===== config.mk =====
export PLATFORM = sky130hd
export DESIGN_NAME = stp_engine
export DESIGN_NICKNAME = d
export VERILOG_FILES = /design/src/rtl/poly_pkg.sv /design/src/rtl/stp_engine.sv
export SDC_FILE = /design/constraint.sdc
export NUM_CORES = 1
export LEC_CHECK = 0
export ABC_AREA = 0
export CORE_MARGIN = 2
export CORE_UTILIZATION = 45
export DETAILED_ROUTE_END_ITERATION = 16
export DONT_BUFFER_PORTS = 1
export PLACE_DENSITY_LB_ADDON = 0.1
export SLEW_MARGIN = 20
export SYNTH_ARGS = -nofsm -noshare
export SYNTH_HDL_FRONTEND = slang
export SYNTH_SLANG_ARGS = --single-unit

===== constraint.sdc =====
create_clock -name clk -period 5.27 [get_ports clk]
set_input_delay 0.527 -clock clk [delete_from_list [all_inputs] [get_ports clk]]
set_output_delay 0.527 -clock clk [all_outputs]
set_load 0.1 [all_outputs]

===== src/rtl/poly_pkg.sv =====
// polynomial coefficient coprocessor, shared definitions
// store geometry, opcodes, status codes and the command/response layouts
`default_nettype none

package poly_pkg;

	// coefficient and buffer sizes
	localparam int word_w = 16;
	localparam int buf_depth = 1024;
	localparam int buf_aw = $clog2(buf_depth);
	localparam int slot_count = 8;
	localparam int slot_w = $clog2(slot_count);	// 3 bit slot field
	localparam int slot_len = 11;			// words per slot
	localparam int s_depth = slot_count * slot_len;	// 88
	localparam int s_aw = $clog2(s_depth);
	localparam int deg_w = 5;
	localparam int idx_w = 4;
	localparam int max_deg = 10;

	// opcodes, 0 and 3 are illegal
	typedef enum logic [1:0] {
		op_stp = 2'd1,
		op_rdc = 2'd2
	} op_t;

	// status words
	localparam logic [31:0] status_ok = 32'd0;
	localparam logic [31:0] status_bad_deg = 32'd1;
	localparam logic [31:0] status_bad_op = 32'd2;
	localparam logic [31:0] status_bad_idx = 32'd3;

	// command word, opcode always in the top two bits
	typedef struct packed {
		op_t op;
		logic [slot_w-1:0] slot;
		logic [deg_w-1:0] deg;
		logic [21:0] unused;
	} stp_view_t;

	typedef struct packed {
		op_t op;
		logic [slot_w-1:0] slot;
		logic [idx_w-1:0] idx;
		logic [22:0] unused;
	} rdc_view_t;

	typedef union packed {
		stp_view_t stp;
		rdc_view_t rdc;
	} poly_cmd_u;

	typedef struct packed {
		logic [31:0] result;
		logic [31:0] status;
	} poly_resp_t;

	typedef struct packed {
		logic [slot_w-1:0] slot;
		logic [deg_w-1:0] deg;
	} stp_req_t;

	// engine side write ports of S and N
	typedef struct packed {
		logic s_we;
		logic [s_aw-1:0] s_addr;
		logic [word_w-1:0] coef;
		logic n_we;
		logic [slot_w-1:0] n_addr;
		logic [deg_w-1:0] deg;
	} coef_wr_t;

endpackage

`default_nettype wire


===== src/rtl/stp_engine.sv =====
// STP engine
// runs one store-polynomial: validates the degree, streams N+1 words from the
// data buffer at a persistent read pointer into slot A of S, records N in N
// reads are pipelined, word i is written while word i+1 is fetched
`timescale 1ns/1ns
`default_nettype none

module stp_engine #(
	parameter int buf_depth = poly_pkg::buf_depth
) (
	input logic clk,
	input logic rst,
	input logic start,
	input poly_pkg::stp_req_t req,
	output logic done,
	output logic [31:0] status,
	output logic buf_rd_en,
	output logic [$clog2(buf_depth)-1:0] buf_rd_addr,
	input logic [poly_pkg::word_w-1:0] buf_rd_data,
	output poly_pkg::coef_wr_t coef_wr
);

	typedef enum logic [2:0] {
		st_idle,
		st_check,	// degree validation
		st_fetch,	// first read, degree write
		st_write,	// write word cnt, read next
		st_error,
		st_finish	// last word, done
	} state_t;

	state_t state;
	logic [$clog2(buf_depth)-1:0] ptr;	// survives between commands
	logic [poly_pkg::slot_w-1:0] slot_q;
	logic [poly_pkg::deg_w-1:0] deg_q;
	logic [poly_pkg::idx_w-1:0] cnt;	// word being written
	logic [poly_pkg::s_aw-1:0] base;	// slot*11
	logic last;				// final write state

	assign base = (poly_pkg::s_aw)'(slot_q) * (poly_pkg::s_aw)'(poly_pkg::slot_len);
	assign last = ((poly_pkg::deg_w)'(cnt) + 1'b1) == deg_q;

	// control
	always_ff @(posedge clk or negedge rst)
		if (!rst)
		begin
			state <= st_idle;
			ptr <= '0;
			cnt <= '0;
		end
		else
		begin
			if (buf_rd_en)
				ptr <= ptr + 1'b1;	// one step per word consumed
			case (state)
				st_idle:
					if (start)
					begin
						state <= st_check;
						cnt <= '0;
					end
				st_check:
					state <= (deg_q > poly_pkg::max_deg) ? st_error : st_fetch;
				st_fetch:
					state <= (deg_q == '0) ? st_finish : st_write;	// degree 0, one word
				st_write:
				begin
					cnt <= cnt + 1'b1;
					if (last)
						state <= st_finish;
				end
				default:
					state <= st_idle;	// error, finish
			endcase
		end

	// request capture
	always_ff @(posedge clk)
		if (state == st_idle && start)
		begin
			slot_q <= req.slot;
			deg_q <= req.deg;
		end

	// buffer side
	assign buf_rd_en = (state == st_fetch) || (state == st_write);
	assign buf_rd_addr = ptr;

	// handshake back to the command unit
	assign done = (state == st_finish) || (state == st_error);
	assign status = (state == st_error) ? poly_pkg::status_bad_deg : poly_pkg::status_ok;

	// store writes
	always_comb
	begin
		coef_wr.s_we = (state == st_write) || (state == st_finish);
		coef_wr.s_addr = base + (poly_pkg::s_aw)'(cnt);
		coef_wr.coef = buf_rd_data;	// word fetched last cycle
		coef_wr.n_we = (state == st_fetch);	// degree only once valid
		coef_wr.n_addr = slot_q;
		coef_wr.deg = deg_q;
	end

endmodule

`default_nettype wire


==> results.md, run 1 <==
- Status: finished clean
- WL/cell: 14.0 microns
- Register area share after synthesis: 36.2%
- Crit-path cells: ha_1 > fa_1 > ha_1 > a21o_1 > a21oi_1 > o21bai_1 > a21o_1
- Commonest non-fill, non-tap cells in the layout: 31 x conb_1, 17 x dfrtp_1, 13 x ha_1, 12 x xnor2_1, 11 x nand2_1
- Clock Tree Buf Depth: 2
- Vias in the first global route: 994
- Die W: 68.0 microns
- H-tree levels: 1
- Pins Over Slew Limit: 0
- Clk slew on worst S/H paths: 80 ps
- Commonest non-fill, non-tap cell in the layout: conb_1
- Worst path max stage delay: 1020 ps
- Filler Cells Inserted: 390
- DR iter-0 viols: 32
- TritonCTS clock tree: done
- Post-Syn Instances: 175
- Via count: 1046
- Initial core utilization: 46.3%
- # clock sinks: 25
- Worst skew pair latency: 260 ps
- Setup crit start kind: flip-flop
- P&R area growth vs syn: -4.01%
- Max Fclk: 244 MHz
- Arrival @ worst endpoint: 3570 ps
- Ys async rst share: 68.0%
- Die H: 68.0 microns
- Drt via density: 4.84
- First-pass GRT wire length: 4520 microns
- Total Routed Length: 3020 microns
- Total global routing overflow: 0
- Largest net degree at the start of global routing: 18
- Final HPWL DP: 2480 microns
- Mapped Area: 1840 sq um
- Final min period: 4100 ps
- GRT Total Usage: 12.8%
- # Max-Cap Violations: 0
- Num CTS Buffers: 3
- Setup Fix Bufs, Post-CTS: 0
- Reg area: 666 sq um
- Library cells used by synthesis: 40
- Gates resized, CTS repair: 0
- Io pins: 104
- Post-synth EDFFs: 8
- IO Port Bufs: 0
- Post-synthesis sequential element count: 25
- RSZ-0062 raised after global routing: no
- GP Congestion: 0.741
- Area occupied by multi-input gates: 915 sq um
- Relative max-transition margin: 29.6%
- Die area: 4620 sq um
- Diodes inserted: 0
- Ys Warns: 0
- Detail Route Antenna Nets: 0
- Mean Syn Cell Area: 10.5 sq um
- Worst Hold Class: in -> reg
- Nets: 210
- Post-CTS Hold Buffers: 1
- Required time of the critical path: 4740 ps
- Main flop type after synthesis: dfrtp_1
- Crit end category: primary output
- FP Rows: 23
- Worst slew pin tran: 1060 ps
- # DRC: 0
- Final Setup Violations: 0
- Slowest cell on crit path: edfxtp_1
- Tcrit/Tclk final: 77.8%
- Critical setup path kind: reg -> out
- Core Footprint: 3970 sq um
- Share of layout cells above drive strength 1: 15.7%
- Initial antenna violation count: 0
- Final Hold Viols: 0
- Setup tns final: 0 ps
- TritonRoute pass-1 iters: 4
- Crit Path Max Fanout: 4
- Root buffer cell: clkbuf_8
- Skew final: 3.36 ps
==> cell families after synthesis <==
group | Yosys count | synth area share, %
AOI/OAI and AO/OA | 21 | 9.31
buffers and inverters | 56 | 22.0
and+or+nand+nor | 37 | 11.2
xor gates and xnor gates | 19 | 9.04
DFF | 25 | 36.2
adders and majority gates | 16 | 12.1
other | 1 | 0.204
==> routing by layer <==
metal  up-vias  wire (microns)  part of all wire (%)  global-route usage, %
li1        495               -                     -                      -
met1       501            1230                    41                   14.7
met2        46            1480                    49                   22.6
met3         4             297                   9.8                   3.62
met4         0              12                  0.40                   4.25
met5         -               0                     0                      0
==> cells in the mapped netlist, drive strengths merged (2+ instances only) <==
master / n / area [sq um]
a21oi: 5 / 28.8
fa: 3 / 60.1
nor2: 10 / 45.0
a32o: 2 / 20.0
edfxtp: 8 / 240
xnor2: 14 / 123
nand4: 3 / 25.0
nand3: 3 / 15.0
nand2: 11 / 41.3
xor2: 5 / 43.8
ha: 13 / 163
inv: 6 / 22.5
buf: 49 / 368
a21o: 3 / 23.8
dfrtp: 17 / 425
o21ai: 4 / 20.0
==> path summary, 6_finish.rpt <==
kind	slack (ps)	endpoint	depth (start not counted)	from
worst max-delay path	1170	coef_wr[31]	7	slot_q[2]
worst min-delay path	350	slot_q[0]	0	req[5]
worst max register to register	3180	buf_rd_addr[7]	6	state[1]
worst min register to register	570	state[2]	1	state[2]
max in group asynchronous	4030	state[1]	1	rst
min in group asynchronous	770	buf_rd_addr[3]	1	rst
==> state kept, by name, summed over array words and instances (netlist names) <==
signal and flops:
cnt 4, state 3, slot_q 3, buf_rd_addr 10, deg_q 5
==> metrics by stage <==
| step | util (%) | cells | instance area [sq um] | setup slack (ps) | hold slack [ps] |
|---|---|---|---|---|---|
| 2_1_floorplan | - | 205 | 1950 | 838 | 231 |
| 3_3_place_gp | 43.1 | 211 | 1710 | 1490 | 232 |
| 3_5_place_dp | 43.1 | 211 | 1710 | 1460 | 232 |
| 4_1_cts | 44.5 | 216 | 1770 | 1150 | 348 |
| 5_1_grt | 44.5 | 216 | 1770 | 1000 | 328 |
| 6_report | 44.5 | 216 | 1770 | 1170 | 354 |
==> critical path, delay by kind of cell (launching register included) <==
| family | cells | cell delay, ps |
|---|---|---|
| AOI/OAI and AO/OA | 4 | 1070 |
| DFF | 1 | 1020 |
| adders and majority gates | 3 | 1210 |
==> final cells by class <==
cell class	count	share of cell area, %
clock buffer	3	2.34
clock inverter	1	0.283
inverter	6	1.27
multi-input combinational	124	51.8
sequential	25	37.7
tap	50	3.54
timing repair buffer	7	3.12
Power of run 1 is left out: the tool's default activity adds up to more than one toggle a clock period on the data nets, which glitch-free logic cannot reach.
==> run 2, diff against run 1 <==
==> constraint.sdc (replaced) <==
create_clock -name clk -period 4.1 [get_ports clk]
set_input_delay 0.41 -clock clk [delete_from_list [all_inputs] [get_ports clk]]
set_output_delay 0.41 -clock clk [all_outputs]
set_load 0.1 [all_outputs]
==> run 2 against run 1 <==
Compared with the run above: die area did not move; critical path depth rose by 3; first-iteration DRC count fell by 50%; critical endpoint is now coef_wr[30]; sequential share of layout area fell by 0.83 points; wire length rose by 0.83%; setup slack got worse by 430 ps; final cell count rose by 1.4%; register-to-register slack got worse by 1200 ps.
==> results.md, run 2 (same netlist as run 1, synthesis figures left out) <==
- Status: finished clean
- IO Port Bufs: 0 (unchanged)
- Final HPWL DP: 2440 microns (-1.6%)
- # clock sinks: 25 (unchanged)
- Pins Over Slew Limit: 0 (unchanged)
- Die area: 4620 sq um (unchanged)
- Max Fclk: 297 MHz
- Core Footprint: 3970 sq um (unchanged)
- Total Routed Length: 3040 microns (+0.83%)
- Worst slew pin tran: 1080 ps (+21.8 ps)
- Via count: 1065 (+1.8%)
- Crit Path Max Fanout: 4 (unchanged)
- Die W: 68.0 microns (unchanged)
- Diodes inserted: 0 (unchanged)
- Final Hold Viols: 0 (unchanged)
- Skew final: 3.89 ps (+0.530 ps)
- Tcrit/Tclk final: 82.1%
- Initial antenna violation count: 0 (unchanged)
- # Max-Cap Violations: 0 (unchanged)
- Num CTS Buffers: 3 (unchanged)
- Commonest non-fill, non-tap cell in the layout: conb_1
- Reg area: 666 sq um (unchanged)
- FP Rows: 23 (unchanged)
- H-tree levels: 1 (unchanged)
- Clock Tree Buf Depth: 2 (unchanged)
- Filler Cells Inserted: 387 (-0.77%)
- Worst skew pair latency: 260 ps (about the same)
- Detail Route Antenna Nets: 0 (unchanged)
- DR iter-0 viols: 16 (-50%)
- Drt via density: 4.86 (+0.42%)
- Post-CTS Hold Buffers: 1 (unchanged)
- Largest net degree at the start of global routing: 18 (unchanged)
- Total global routing overflow: 0 (unchanged)
- Commonest non-fill, non-tap cells in the layout: 31 x conb_1, 17 x dfrtp_1, 13 x ha_1, 12 x xnor2_1, 11 x nand2_1
- Worst Hold Class: in -> reg
- Die H: 68.0 microns (unchanged)
- Gates resized, CTS repair: 0 (unchanged)
- Required time of the critical path: 3690 ps (-1050 ps)
- Final Setup Violations: 0 (unchanged)
- Initial core utilization: 46.3% (unchanged)
- Vias in the first global route: 1054 (+6.0%)
- Nets: 213 (+1.4%)
- GRT Total Usage: 13.0% (+0.24 points)
- Area occupied by multi-input gates: 931 sq um (+1.8%)
- TritonCTS clock tree: done
- RSZ-0062 raised after global routing: no
- TritonRoute pass-1 iters: 4 (unchanged)
- P&R area growth vs syn: -1.84%
- Max FFs per register: 10 (unchanged)
- Setup tns final: 0 ps (unchanged)
- Clk slew on worst S/H paths: 90 ps (about the same)
- Io pins: 104 (unchanged)
- Crit end category: primary output
- Share of layout cells above drive strength 1: 17.2% (+1.5 points)
- Arrival @ worst endpoint: 2960 ps (-610 ps)
- Setup crit start kind: flip-flop
- Final min period: 3370 ps
- Relative max-transition margin: 28.2% (-1.5 points)
- # DRC: 0 (unchanged)
- First-pass GRT wire length: 4550 microns (+0.62%)
- Critical setup path kind: reg -> out
- GP Congestion: 0.732 (-1.2%)
- WL/cell: 13.9 microns (-0.55%)
- Setup Fix Bufs, Post-CTS: 0 (unchanged)
- Root buffer cell: clkbuf_8
run 2: cell types whose count changed in the layout (fill, tap and decap cells not counted), sizes merged:
cell,previous run,this run
clkinv,1,0
buf,6,9
inv,6,7
run 2: cell type report:
class / instances / share of cell area (%)
Multi-Input combinational cell: 124 / 51.5
Sequential cell: 25 / 36.8
Timing Repair Buffer: 10 / 4.29
Tap cell: 50 / 3.46
Clock buffer: 3 / 2.29
Inverter: 6 / 1.25
Clock inverter: 1 / 0.346
run 2: path summary, 6_finish.rpt:
| check | from | to | slack [ps] | depth (start not counted) |
|---|---|---|---|---|
| worst max-delay path | slot_q[0] | coef_wr[30] | 730 | 10 |
| worst min-delay path | req[7] | slot_q[2] | 230 | 0 |
| worst max register to register | state[1] | buf_rd_addr[7] | 1940 | 6 |
| worst min register to register | cnt[1] | cnt[1] | 580 | 1 |
| max in group asynchronous | rst | cnt[1] | 2970 | 1 |
| min in group asynchronous | rst | buf_rd_addr[3] | 650 | 1 |
run 2: layer usage:
| layer | wire [microns] | vias to the layer above | GRT usage (%) |
|---|---|---|---|
| met3 | 248 | 4 | 2.14 |
| li1 | - | 502 | - |
| met4 | 27 | 0 | 4.75 |
| met1 | 1230 | 509 | 15.4 |
| met2 | 1540 | 50 | 23.4 |
| met5 | 0 | - | 0 |
run 2: critical path, stage by stage (launching register included):
cell and delay (ps):
edfxtp_1 370, buf_4 250, ha_1 330, ha_1 280, ha_1 230, fa_1 430, a21oi_1 150, nor2_1 60
nor2_1 150, xnor2_2 130, buf_4 300
run 2: stage by stage:
step,utilization [%],instances,setup slack [ps],area (sq um),hold WS [ps]
finish,45.5,219,735,1810,234
global route,45.5,219,592,1810,215
CTS,45.1,219,700,1790,226
detailed placement,43.6,214,1020,1730,115
global placement,43.6,214,1070,1730,115
floorplan,-,205,400,1980,114
Power of run 2 is left out for the same reason.
