File: config.mk
export PLATFORM = sky130hd
export DESIGN_NAME = poly_cmd_unit
export DESIGN_NICKNAME = d
export VERILOG_FILES = /design/src/rtl/poly_pkg.sv /design/src/rtl/poly_cmd_unit.sv
export SDC_FILE = /design/constraint.sdc
export NUM_CORES = 1
export LEC_CHECK = 0
export ABC_AREA = 1
export BUFFER_PORTS_ARGS = -buffer_cell sky130_fd_sc_hd__buf_2
export CAP_MARGIN = 30
export CELL_PAD_IN_SITES_DETAIL_PLACEMENT = 2
export CELL_PAD_IN_SITES_GLOBAL_PLACEMENT = 2
export CORE_ASPECT_RATIO = 0.5
export CORE_UTILIZATION = 26
export CTS_BUF_LIST = sky130_fd_sc_hd__clkbuf_16
export CTS_CLUSTER_DIAMETER = 150
export DETAILED_ROUTE_END_ITERATION = 12
export PLACE_DENSITY = 0.84
export SYNTH_ARGS = -nofsm -noshare
export SYNTH_HDL_FRONTEND = slang
export SYNTH_SLANG_ARGS = --single-unit
File: constraint.sdc
create_clock -name clk -period 8.55 [get_ports clk]
set_input_delay 1.71 -clock clk [delete_from_list [all_inputs] [get_ports clk]]
set_output_delay 1.71 -clock clk [all_outputs]
set_load 0.01 [all_outputs]
File: src/rtl/poly_pkg.sv
// polynomial coefficient coprocessor, shared definitions
// store geometry, opcodes, status codes and the command/response layouts
`default_nettype none

package poly_pkg;

	// coefficient and buffer sizes
	localparam int word_w = 16;
	localparam int buf_depth = 1024;
	localparam int buf_aw = $clog2(buf_depth);
	localparam int slot_count = 8;
	localparam int slot_w = $clog2(slot_count);	// 3 bit slot field
	localparam int slot_len = 11;			// words per slot
	localparam int s_depth = slot_count * slot_len;	// 88
	localparam int s_aw = $clog2(s_depth);
	localparam int deg_w = 5;
	localparam int idx_w = 4;
	localparam int max_deg = 10;

	// opcodes, 0 and 3 are illegal
	typedef enum logic [1:0] {
		op_stp = 2'd1,
		op_rdc = 2'd2
	} op_t;

	// status words
	localparam logic [31:0] status_ok = 32'd0;
	localparam logic [31:0] status_bad_deg = 32'd1;
	localparam logic [31:0] status_bad_op = 32'd2;
	localparam logic [31:0] status_bad_idx = 32'd3;

	// command word, opcode always in the top two bits
	typedef struct packed {
		op_t op;
		logic [slot_w-1:0] slot;
		logic [deg_w-1:0] deg;
		logic [21:0] unused;
	} stp_view_t;

	typedef struct packed {
		op_t op;
		logic [slot_w-1:0] slot;
		logic [idx_w-1:0] idx;
		logic [22:0] unused;
	} rdc_view_t;

	typedef union packed {
		stp_view_t stp;
		rdc_view_t rdc;
	} poly_cmd_u;

	typedef struct packed {
		logic [31:0] result;
		logic [31:0] status;
	} poly_resp_t;

	typedef struct packed {
		logic [slot_w-1:0] slot;
		logic [deg_w-1:0] deg;
	} stp_req_t;

	// engine side write ports of S and N
	typedef struct packed {
		logic s_we;
		logic [s_aw-1:0] s_addr;
		logic [word_w-1:0] coef;
		logic n_we;
		logic [slot_w-1:0] n_addr;
		logic [deg_w-1:0] deg;
	} coef_wr_t;

endpackage

`default_nettype wire

File: src/rtl/poly_cmd_unit.sv
// command unit
// decodes command words, hands STP to the engine, runs RDC read-back
// and forms the single strobed response of every command
`timescale 1ns/1ns
`default_nettype none

module poly_cmd_unit (
	input logic clk,
	input logic rst,
	input logic cmd_valid,
	input poly_pkg::poly_cmd_u cmd,
	output logic stp_start,
	output poly_pkg::stp_req_t stp_req,
	input logic stp_done,
	input logic [31:0] stp_status,
	output logic [poly_pkg::s_aw-1:0] s_rd_addr,
	output logic [poly_pkg::slot_w-1:0] n_rd_addr,
	input logic [poly_pkg::word_w-1:0] s_rd_data,
	input logic [poly_pkg::deg_w-1:0] n_rd_data,
	output logic busy,
	output logic resp_valid,
	output poly_pkg::poly_resp_t resp
);

	typedef enum logic [1:0] {
		cu_idle,
		cu_stp_wait,	// engine running
		cu_rdc_read	// store data arriving
	} cu_state_t;

	cu_state_t state;
	logic accept;
	logic idx_bad;		// latched with the rdc
	logic fire;
	poly_pkg::poly_resp_t resp_next;

	assign accept = cmd_valid && (state == cu_idle);	// drop while busy
	assign busy = (state != cu_idle);

	// stp view
	assign stp_start = accept && (cmd.stp.op == poly_pkg::op_stp);
	assign stp_req.slot = cmd.stp.slot;
	assign stp_req.deg = cmd.stp.deg;

	// rdc view, store read launched in the command cycle
	assign s_rd_addr = (poly_pkg::s_aw)'(cmd.rdc.slot) * (poly_pkg::s_aw)'(poly_pkg::slot_len)
		+ (poly_pkg::s_aw)'(cmd.rdc.idx);
	assign n_rd_addr = cmd.rdc.slot;

	// response forming
	always_comb
	begin
		fire = 1'b0;
		resp_next = '0;
		case (state)
			cu_idle:
				if (accept && cmd.stp.op != poly_pkg::op_stp && cmd.stp.op != poly_pkg::op_rdc)
				begin
					fire = 1'b1;
					resp_next.status = poly_pkg::status_bad_op;
				end
			cu_stp_wait:
				if (stp_done)
				begin
					fire = 1'b1;
					resp_next.result = (stp_status == poly_pkg::status_ok) ? 32'd1 : 32'd0;
					resp_next.status = stp_status;
				end
			cu_rdc_read:
			begin
				fire = 1'b1;
				if (idx_bad)
					resp_next.status = poly_pkg::status_bad_idx;
				else
					resp_next.result = {11'd0, n_rd_data, s_rd_data};	// degree 20:16
			end
			default: ;
		endcase
	end

	always_ff @(posedge clk or negedge rst)
		if (!rst)
		begin
			state <= cu_idle;
			resp_valid <= 1'b0;
			idx_bad <= 1'b0;
		end
		else
		begin
			resp_valid <= fire;	// single cycle strobe
			case (state)
				cu_idle:
					if (accept && cmd.stp.op == poly_pkg::op_stp)
						state <= cu_stp_wait;
					else if (accept && cmd.rdc.op == poly_pkg::op_rdc)
					begin
						state <= cu_rdc_read;
						idx_bad <= (cmd.rdc.idx > poly_pkg::max_deg);
					end
				cu_stp_wait:
					if (stp_done)
						state <= cu_idle;
				default:
					state <= cu_idle;
			endcase
		end

	// payload only
	always_ff @(posedge clk)
		if (fire)
			resp <= resp_next;

endmodule

`default_nettype wire

==> impl_metrics.py, run 1 <==
metrics = {
    "run_status": {
        "outcome": "finished with violations",
        "failed_checks": "design-rule violations",
    },
    "critical_path": {
        "crit_path_end": "s_rd_addr[6]",
        "path_max_fanout": 5,
        "r2r_cells": 7,
        "r2r-end": "resp[21]",
        "arrival_ps": 3680,
        "crit_type": "in -> out",
        "cp-startpoint": "cmd[27]",
        "required_ps": 6840,
        "rrSetupSlack_ps": 5980,
        "reg2reg_from": "state[1]",
        "start_kind": "input pin",
        "endpoint_kind": "output pin",
    },
    "clocking": {
        "clk_path_buf_depth": 2,
        "cts-hold-fix-buffers": 0,
        "cts_tree": "built",
        "htree_levels": 3,
        "clk_latency_ps": 320,
        "cts.sinks": 57,
        "cts_root_buf": "clkbuf_16",
        "cts_resized": 0,
        "numCtsBuffers": 9,
        "cts_setup_buffers": 0,
        "cts.clk_slew.worst_paths_ps": 50,
    },
    "flow_run": {
        "maxCapViolCount": 0,
    },
    "floorplan": {
        "fp.dieH_um": 76.9,
        "coreArea_um2": 10600,
        "rows": 26,
        "die_w_um": 152,
        "initial_core_util_pct": 27.6,
        "io_pins": 174,
        "die_area_um2": 11700,
    },
    "sta": {
        "rsz0062_at_grt": "false",
        "worst_pin_slew_ps": 894,
        "drv_slew": 0,
        "period_share_pct": 63.1,
        "fin_tns_setup_ps": 0,
        "finalCriticalPeriod_ps": 5390,
        "hold_violations": 0,
        "setup_violations": 0,
        "whs_ps": 581,
        "fmax_mhz": 185,
        "clock_skew_ps": 3.87,
        "max_slew_margin_pct": 40.3,
    },
    "power_and_ir_drop": {
        "total_power_mw": 1.33,
        "irDropWorstVdd_mv": 0.121,
        "p_leak_nw": 1.99,
        "powerDensity_nw_per_um2": 338,
    },
    "routing": {
        "drc": 10,
        "routed_wl_mm": 9.15,
        "viasPerCell": 4.24,
        "vias": 2427,
        "routedWlPerCell_um": 16.0,
        "first_iter_violations": 95,
        "first_pass_iters": 8,
        "antenna_left": 0,
    },
    "final_layout": {
        "num_antenna_cells": 0,
        "drive_gt1_share_pct": 36.8,
        "nets": 533,
        "nFillCells": 1193,
        "final_common_cell": "buf_2",
        "syn2layout_area_growth_pct": 35.0,
        "final_cell_mix": "buf_2, nor2_1, edfxtp_1",
    },
    "global_route": {
        "grt_pass1_wl_mm": 14.4,
        "grt-ovfl-total": 0,
        "track_usage_pct": 16.5,
        "grt_start_max_net_pins": 53,
        "antenna_found_initial": 0,
        "grt_pass1_vias": 2711,
    },
    "synthesis": {
        "synthTopCellsByArea": "edfxtp_1, nor2_1, nand2_1, ha_1, buf_4",
        "synth_area_um2": 2920,
        "synth_area_leader_cell": "edfxtp_1",
        "ys_warn_count": 0,
        "synth_seq_cells": 57,
        "yosysTopAreaCellShare_pct": 54.5,
        "ys_types": 25,
        "synthCells": 296,
        "ys_seq_area_share_pct": 57.9,
        "avgSynthCellArea_um2": 9.87,
    },
    "placement": {
        "portBuffers": 138,
        "gp_congestion": 0.738,
        "place_hpwl_mm": 6.68,
    },
    "min_path": {
        "hold_class": "reg -> reg",
    },
}
[area by class of cell]
cell class	instances	area, um2	area share, %
flip-flops and latches	57	1690	42.9
multi-input cells	174	892	22.6
repair buffers	140	706	17.9
clock buffers	9	225	5.71
well taps	140	175	4.44
inverters	45	169	4.28
clock inverters	7	85.1	2.16
[how the worst min path moves through the flow]
stage	slack [ps]	from	to	cells after the start
after floorplan	490	state[0]	state[0]	2
after global placement	540	state[0]	state[0]	2
after global routing	620	idx_bad	idx_bad	2
final	580	idx_bad	idx_bad	2
after detailed placement	580	state[0]	state[0]	2
after CTS	590	idx_bad	idx_bad	2
[cells in the mapped netlist (all sizes together)]
cell,count
nor2,71
edfxtp,53
nand2,49
inv,45
buf,29
ha,14
nand3,9
a21oi,5
dfrtp,4
fa,3
o21ai,3
xnor2,2
xor2,2
a31oi,1
clkbuf,1
conb,1
nor3,1
o21bai,1
o22ai,1
or2,1
[per-stage QoR]
step                      worst slack [ps]  util, %  instance area, um2  cells
after floorplan                       3440        -                2960    306
after global placement                3210     34.4                3630    556
after detailed placement              3150     34.4                3630    556
after CTS                             3130     37.3                3940    572
after global routing                  3040     37.3                3940    572
final                                 3160     37.3                3940    572
[state kept, by name, summed over array words and instances, names as in the netlist]
name / flops
state: 2
resp_valid: 1
resp: 53
idx_bad: 1
[power breakdown]
part	internal [mW]	switching (mW)	leakage [nW]
registers	0.483	0.0419	0.579
logic	0.147	0.286	1.26
clock network	0.252	0.123	0.150
[kinds of logic (layout without fill, tap and decap cells)]
logic type      count (synthesis)  after routing  share of synthesized area (%)
fa+ha+maj                      17             17                           8.05
buf+inv                        75            201                           13.2
simple gates                  131            131                           17.4
flops                          57             57                           57.9
other cells                     1             11                          0.128
xor+xnor                        4              4                           1.20
compound gates                 11             11                           2.06
[layer usage]
layer  up-vias  track usage (%)  part of all wire, %
met1      1183             16.7                   39
met2        77             32.9                   56
met3        11             3.84                  3.9
li1       1156                -                    -
met5         -                0                    0
met4         0             6.33                  1.0
[critical path, cell delays in order]
cell and delay, ps:
buf_2 130, ha_1 290, inv_1 50, fa_1 480, inv_1 50, ha_1 340, nand3_1 90, nand2_1 110
nand2_1 60, o21ai_0 210, buf_2 170
Power figures use the tool's default switching activity.
==> run 2, diff against run 1 <==
CORE_UTILIZATION = 22   (was 26)
PLACE_DENSITY = 0.75   (was 0.84)
clock period = 4.8 ns   (was 8.55 ns; I/O delays follow)
==> run 2 against run 1 <==
- the run now ends clean
- design area about the same
- power rose by 67%
- flip-flop and latch count is the same
- core utilization shrank 6.5 points
- die area grew 18%
- global-route usage fell by 4.5 points
- clock skew rose by 1.3 ps
- via count is 2.1% lower
- critical path type unchanged
==> impl_metrics.py, run 2 (synthesized netlist as in run 1, its figures left out) <==
metrics = {
    "run_status": {
        "outcome": "complete, no violations",
    },
    "sta": {
        "max_slew_margin_pct": 52.8,
        "drv_slew": 0,
        "hold_violations": 0,
        "worst_pin_slew_ps": 708,
        "rsz0062_at_grt": "false",
        "fmax_mhz": 260,
        "setup_violations": 0,
        "finalCriticalPeriod_ps": 3840,
        "setup_slack_ps": 955,
        "whs_ps": 430,
        "clock_skew_ps": 5.14,
        "period_share_pct": 80.1,
        "fin_tns_setup_ps": 0,
    },
    "routing": {
        "first_pass_iters": 4,
        "first_iter_violations": 55,
        "routedWlPerCell_um": 13.1,
        "routed_wl_mm": 7.92,
        "drc": 0,
        "vias": 2377,
        "antenna_left": 0,
        "viasPerCell": 3.94,
    },
    "floorplan": {
        "die_w_um": 165,
        "rows": 29,
        "io_pins": 174,
        "initial_core_util_pct": 22.8,
        "coreArea_um2": 12800,
        "die_area_um2": 13800,
        "fp.dieH_um": 83.5,
    },
    "critical_path": {
        "reg2reg_from": "state[1]",
        "path_max_fanout": 5,
        "r2r-end": "resp[45]",
        "start_kind": "input pin",
        "required_ps": 3840,
        "arrival_ps": 2880,
        "crit_type": "in -> out",
        "rrSetupSlack_ps": 2320,
        "r2r_cells": 7,
        "endpoint_kind": "output pin",
    },
    "clocking": {
        "clk_latency_ps": 330,
        "htree_levels": 3,
        "cts.sinks": 57,
        "clk_path_buf_depth": 2,
        "cts_setup_buffers": 0,
        "cts-hold-fix-buffers": 0,
        "cts_resized": 0,
        "cts_tree": "built",
        "cts.clk_slew.worst_paths_ps": 50,
        "cts_root_buf": "clkbuf_16",
        "numCtsBuffers": 9,
    },
    "final_layout": {
        "final_cell_mix": "buf_2, nor2_1, edfxtp_1",
        "final_common_cell": "buf_2",
        "drive_gt1_share_pct": 36.5,
        "nets": 534,
        "syn2layout_area_growth_pct": 35.0,
        "num_antenna_cells": 0,
        "top_register": "resp",
        "reg_top3": "resp: 53 flops, state: 2 flops",
        "final_area_um2": 3940,
        "largest_reg_flops": 53,
    },
    "placement": {
        "place_hpwl_mm": 5.97,
        "post-place-ws_ps": 938,
        "place_area_um2": 3690,
        "gp_congestion": 0.690,
        "portBuffers": 138,
    },
    "global_route": {
        "grt_pass1_wl_mm": 12.4,
        "grt_start_max_net_pins": 55,
        "grt-ovfl-total": 0,
        "antenna_found_initial": 0,
        "track_usage_pct": 12.0,
        "grt_pass1_vias": 2591,
    },
    "power_and_ir_drop": {
        "powerDensity_nw_per_um2": 565,
        "p_leak_nw": 1.99,
        "irDropWorstVdd_mv": 0.173,
    },
    "flow_run": {
        "maxCapViolCount": 0,
    },
    "min_path": {
        "hold_class": "in -> async",
    },
}
[run 2: worst max-delay path by stage]
| stage | end | startpoint | slack, ps | depth (start not counted) |
|---|---|---|---|---|
| global placement | s_rd_addr[5] | cmd[28] | 960 | 8 |
| finish | s_rd_addr[4] | cmd[27] | 960 | 10 |
| CTS | s_rd_addr[4] | cmd[27] | 920 | 10 |
| detailed placement | s_rd_addr[4] | cmd[27] | 940 | 10 |
| global route | s_rd_addr[4] | cmd[27] | 820 | 10 |
| floorplan | resp[0] | stp_done | 440 | 5 |
[run 2: layer usage]
metal,GRT usage (%),routed length [um]
met1,11.7,2950
met3,4.02,504
met5,0,0
met4,4.34,143
met2,23.2,4320
[run 2: cell type report]
| cell class | instances | area [um2] |
|---|---|---|
| multi-input combinational | 174 | 892 |
| tap | 170 | 213 |
| inverter | 45 | 169 |
| timing repair buffer | 141 | 721 |
| sequential | 57 | 1690 |
| fill | 1495 | 8870 |
| clock inverter | 7 | 30.0 |
| clock buffer | 9 | 225 |
[run 2: worst max-delay path: stages]
cell     delay (ps)
buf_2           130
ha_1            290
inv_1            50
fa_1            470
inv_1            40
ha_1            340
a21oi_1         170
nand2_1         110
xor2_1          160
buf_2           160
[run 2: power by group]
| part | switching, mW | leakage (nW) | internal (mW) |
|---|---|---|---|
| clock | 0.209 | 0.136 | 0.337 |
| combinational | 0.498 | 1.27 | 0.266 |
| sequential | 0.0604 | 0.579 | 0.859 |
| total | 0.767 | 1.99 | 1.46 |
[run 2: stage by stage]
stage	util, %	std cells	power [mW]
2_1_floorplan	-	306	1.36
5_1_grt	30.8	603	2.38
4_1_cts	30.8	603	2.29
3_3_place_gp	28.7	586	1.69
3_5_place_dp	28.8	587	1.72
6_report	30.8	603	2.23
==> run 3, diff against run 2 <==
CORE_UTILIZATION = 24   (was 22)
PLACE_DENSITY = 0.78   (was 0.75)
clock period = 3.7 ns   (was 4.8 ns; I/O delays follow)
==> run 3 against run 2 <==
- sequential power up 29%
- largest power group unchanged
- critical endpoint is now s_rd_addr[6]
- flip-flop and latch count unchanged
- worst setup slack worse by 650 ps
- clock power up 25%
- power up 29%
- combinational power up 30%
- largest cell class unchanged
- clock skew down 1.7 ps
- critical path depth up 1
- design area down 0.54%
- first-iteration DRC count up 40%
==> impl_metrics.py, run 3 (synthesized netlist as in run 1, its figures left out) <==
metrics = {
    "sta": {
        "finalCriticalPeriod_ps": 3390,
        "max_slew_margin_pct": 39.2,
        "whs_ps": 216,
        "hold_violations": 0,
        "fmax_mhz": 295,
        "rsz0062_at_grt": "false",
        "setup_violations": 0,
        "worst_pin_slew_ps": 909,
        "fin_tns_setup_ps": 0,
        "period_share_pct": 91.7,
        "clock_skew_ps": 3.44,
        "drv_slew": 0,
    },
    "critical_path": {
        "rrSetupSlack_ps": 1460,
        "arrival_ps": 2650,
        "start_kind": "input pin",
        "r2r_cells": 7,
        "reg2reg_from": "state[1]",
        "required_ps": 2960,
        "crit_type": "in -> out",
        "endpoint_kind": "output pin",
        "r2r-end": "resp[52]",
        "path_max_fanout": 5,
    },
    "placement": {
        "dp.cells": 582,
        "portBuffers": 138,
        "gp_congestion": 0.707,
        "place_area_um2": 3670,
        "place_hpwl_mm": 6.03,
    },
    "clocking": {
        "cts.clk_slew.worst_paths_ps": 50,
        "htree_levels": 3,
        "cts_resized": 0,
        "numCtsBuffers": 9,
        "clk_path_buf_depth": 2,
        "clk_latency_ps": 320,
        "cts_setup_buffers": 0,
        "cts-hold-fix-buffers": 0,
        "cts_root_buf": "clkbuf_16",
        "cts.sinks": 57,
        "cts_tree": "built",
    },
    "power_and_ir_drop": {
        "p_leak_nw": 1.99,
        "power_frac_clock_pct": 23.9,
        "sw_frac_of_total_pct": 34.0,
        "irDropWorstVdd_mv": 0.261,
        "switching_power_mw": 0.976,
        "power_frac_seq_pct": 41.5,
        "pwr-share-comb_pct": 34.6,
        "total_power_mw": 2.87,
        "powerDensity_nw_per_um2": 732,
        "p_int_mw": 1.89,
    },
    "floorplan": {
        "rows": 28,
        "die_w_um": 158,
        "coreArea_um2": 11800,
        "initial_core_util_pct": 24.7,
        "io_pins": 174,
        "die_area_um2": 12600,
        "fp.dieH_um": 80,
    },
    "routing": {
        "routed_wl_mm": 7.79,
        "first_iter_violations": 77,
        "viasPerCell": 3.94,
        "vias": 2350,
        "routedWlPerCell_um": 13.0,
        "first_pass_iters": 4,
        "drc": 0,
        "antenna_left": 0,
    },
    "global_route": {
        "antenna_found_initial": 0,
        "grt-ovfl-total": 0,
        "grt_pass1_vias": 2484,
        "grt_pass1_wl_mm": 12.1,
        "track_usage_pct": 12.9,
        "grt_start_max_net_pins": 35,
    },
    "final_layout": {
        "final_common_cell": "buf_2",
        "top_register": "resp",
        "drive_gt1_share_pct": 35.9,
        "reg_top3": "resp: 53 flops, state: 2 flops",
        "nets": 534,
        "nFillCells": 1386,
        "final_cell_mix": "buf_2, nor2_1, edfxtp_1",
        "largest_reg_flops": 53,
        "num_antenna_cells": 0,
        "syn2layout_area_growth_pct": 34.2,
        "final_area_um2": 3920,
        "stdcell_count": 597,
    },
    "flow_run": {
        "maxCapViolCount": 0,
    },
    "run_status": {
        "outcome": "complete, no violations",
    },
    "min_path": {
        "hold_class": "in -> async",
    },
}
## run 3: through the flow
step | setup WS (ps) | util (%)
finish | 309 | 33.1
detailed placement | 278 | 31.0
global route | 137 | 33.1
global placement | 320 | 31.0
CTS | 268 | 33.1
floorplan | 577 | -
## run 3: worst max-delay path by stage
| stage | from | endpoint | cells after the start |
|---|---|---|---|
| global route | cmd[29] | s_rd_addr[6] | 11 |
| finish | cmd[29] | s_rd_addr[6] | 11 |
| global placement | cmd[28] | s_rd_addr[5] | 8 |
| CTS | cmd[29] | s_rd_addr[6] | 11 |
| detailed placement | cmd[29] | s_rd_addr[6] | 11 |
| floorplan | cmd[28] | s_rd_addr[5] | 6 |
## run 3: layout make-up
cell class,instances,area [um2],area share [%]
Tap cell,165,206,5.27
Sequential cell,57,1690,43.2
Inverter,45,169,4.31
Clock buffer,9,225,5.75
Clock inverter,6,22.5,0.575
Multi-Input combinational cell,174,892,22.8
Timing Repair Buffer,141,713,18.2
## run 3: critical path, stage by stage
cell,delay (ps)
buf_2,140
ha_1,270
inv_1,50
fa_1,480
inv_1,40
ha_1,350
a21oi_1,190
nand2_1,100
nand2_1,70
o21ai_0,70
buf_2,150
## run 3: power by group through the flow
stage,clock [mW],sequential [mW],combinational [mW]
2_1_floorplan,0,1.39,0.364
4_1_cts,0.709,1.20,1.03
6_report,0.684,1.19,0.993
3_3_place_gp,0,1.19,0.997
3_5_place_dp,0,1.21,1.02
5_1_grt,0.737,1.22,1.11
## run 3: per-layer routing
metal  share of wire, %  wire [um]  global-route usage, %  vias to the layer above
met5                  0          0                      0                        -
met4                1.2         94                   4.62                        0
met3                6.6        516                   4.51                       12
met2                 52       4050                   24.1                       76
met1                 40       3130                   13.3                     1105
li1                   -          -                      -                     1157
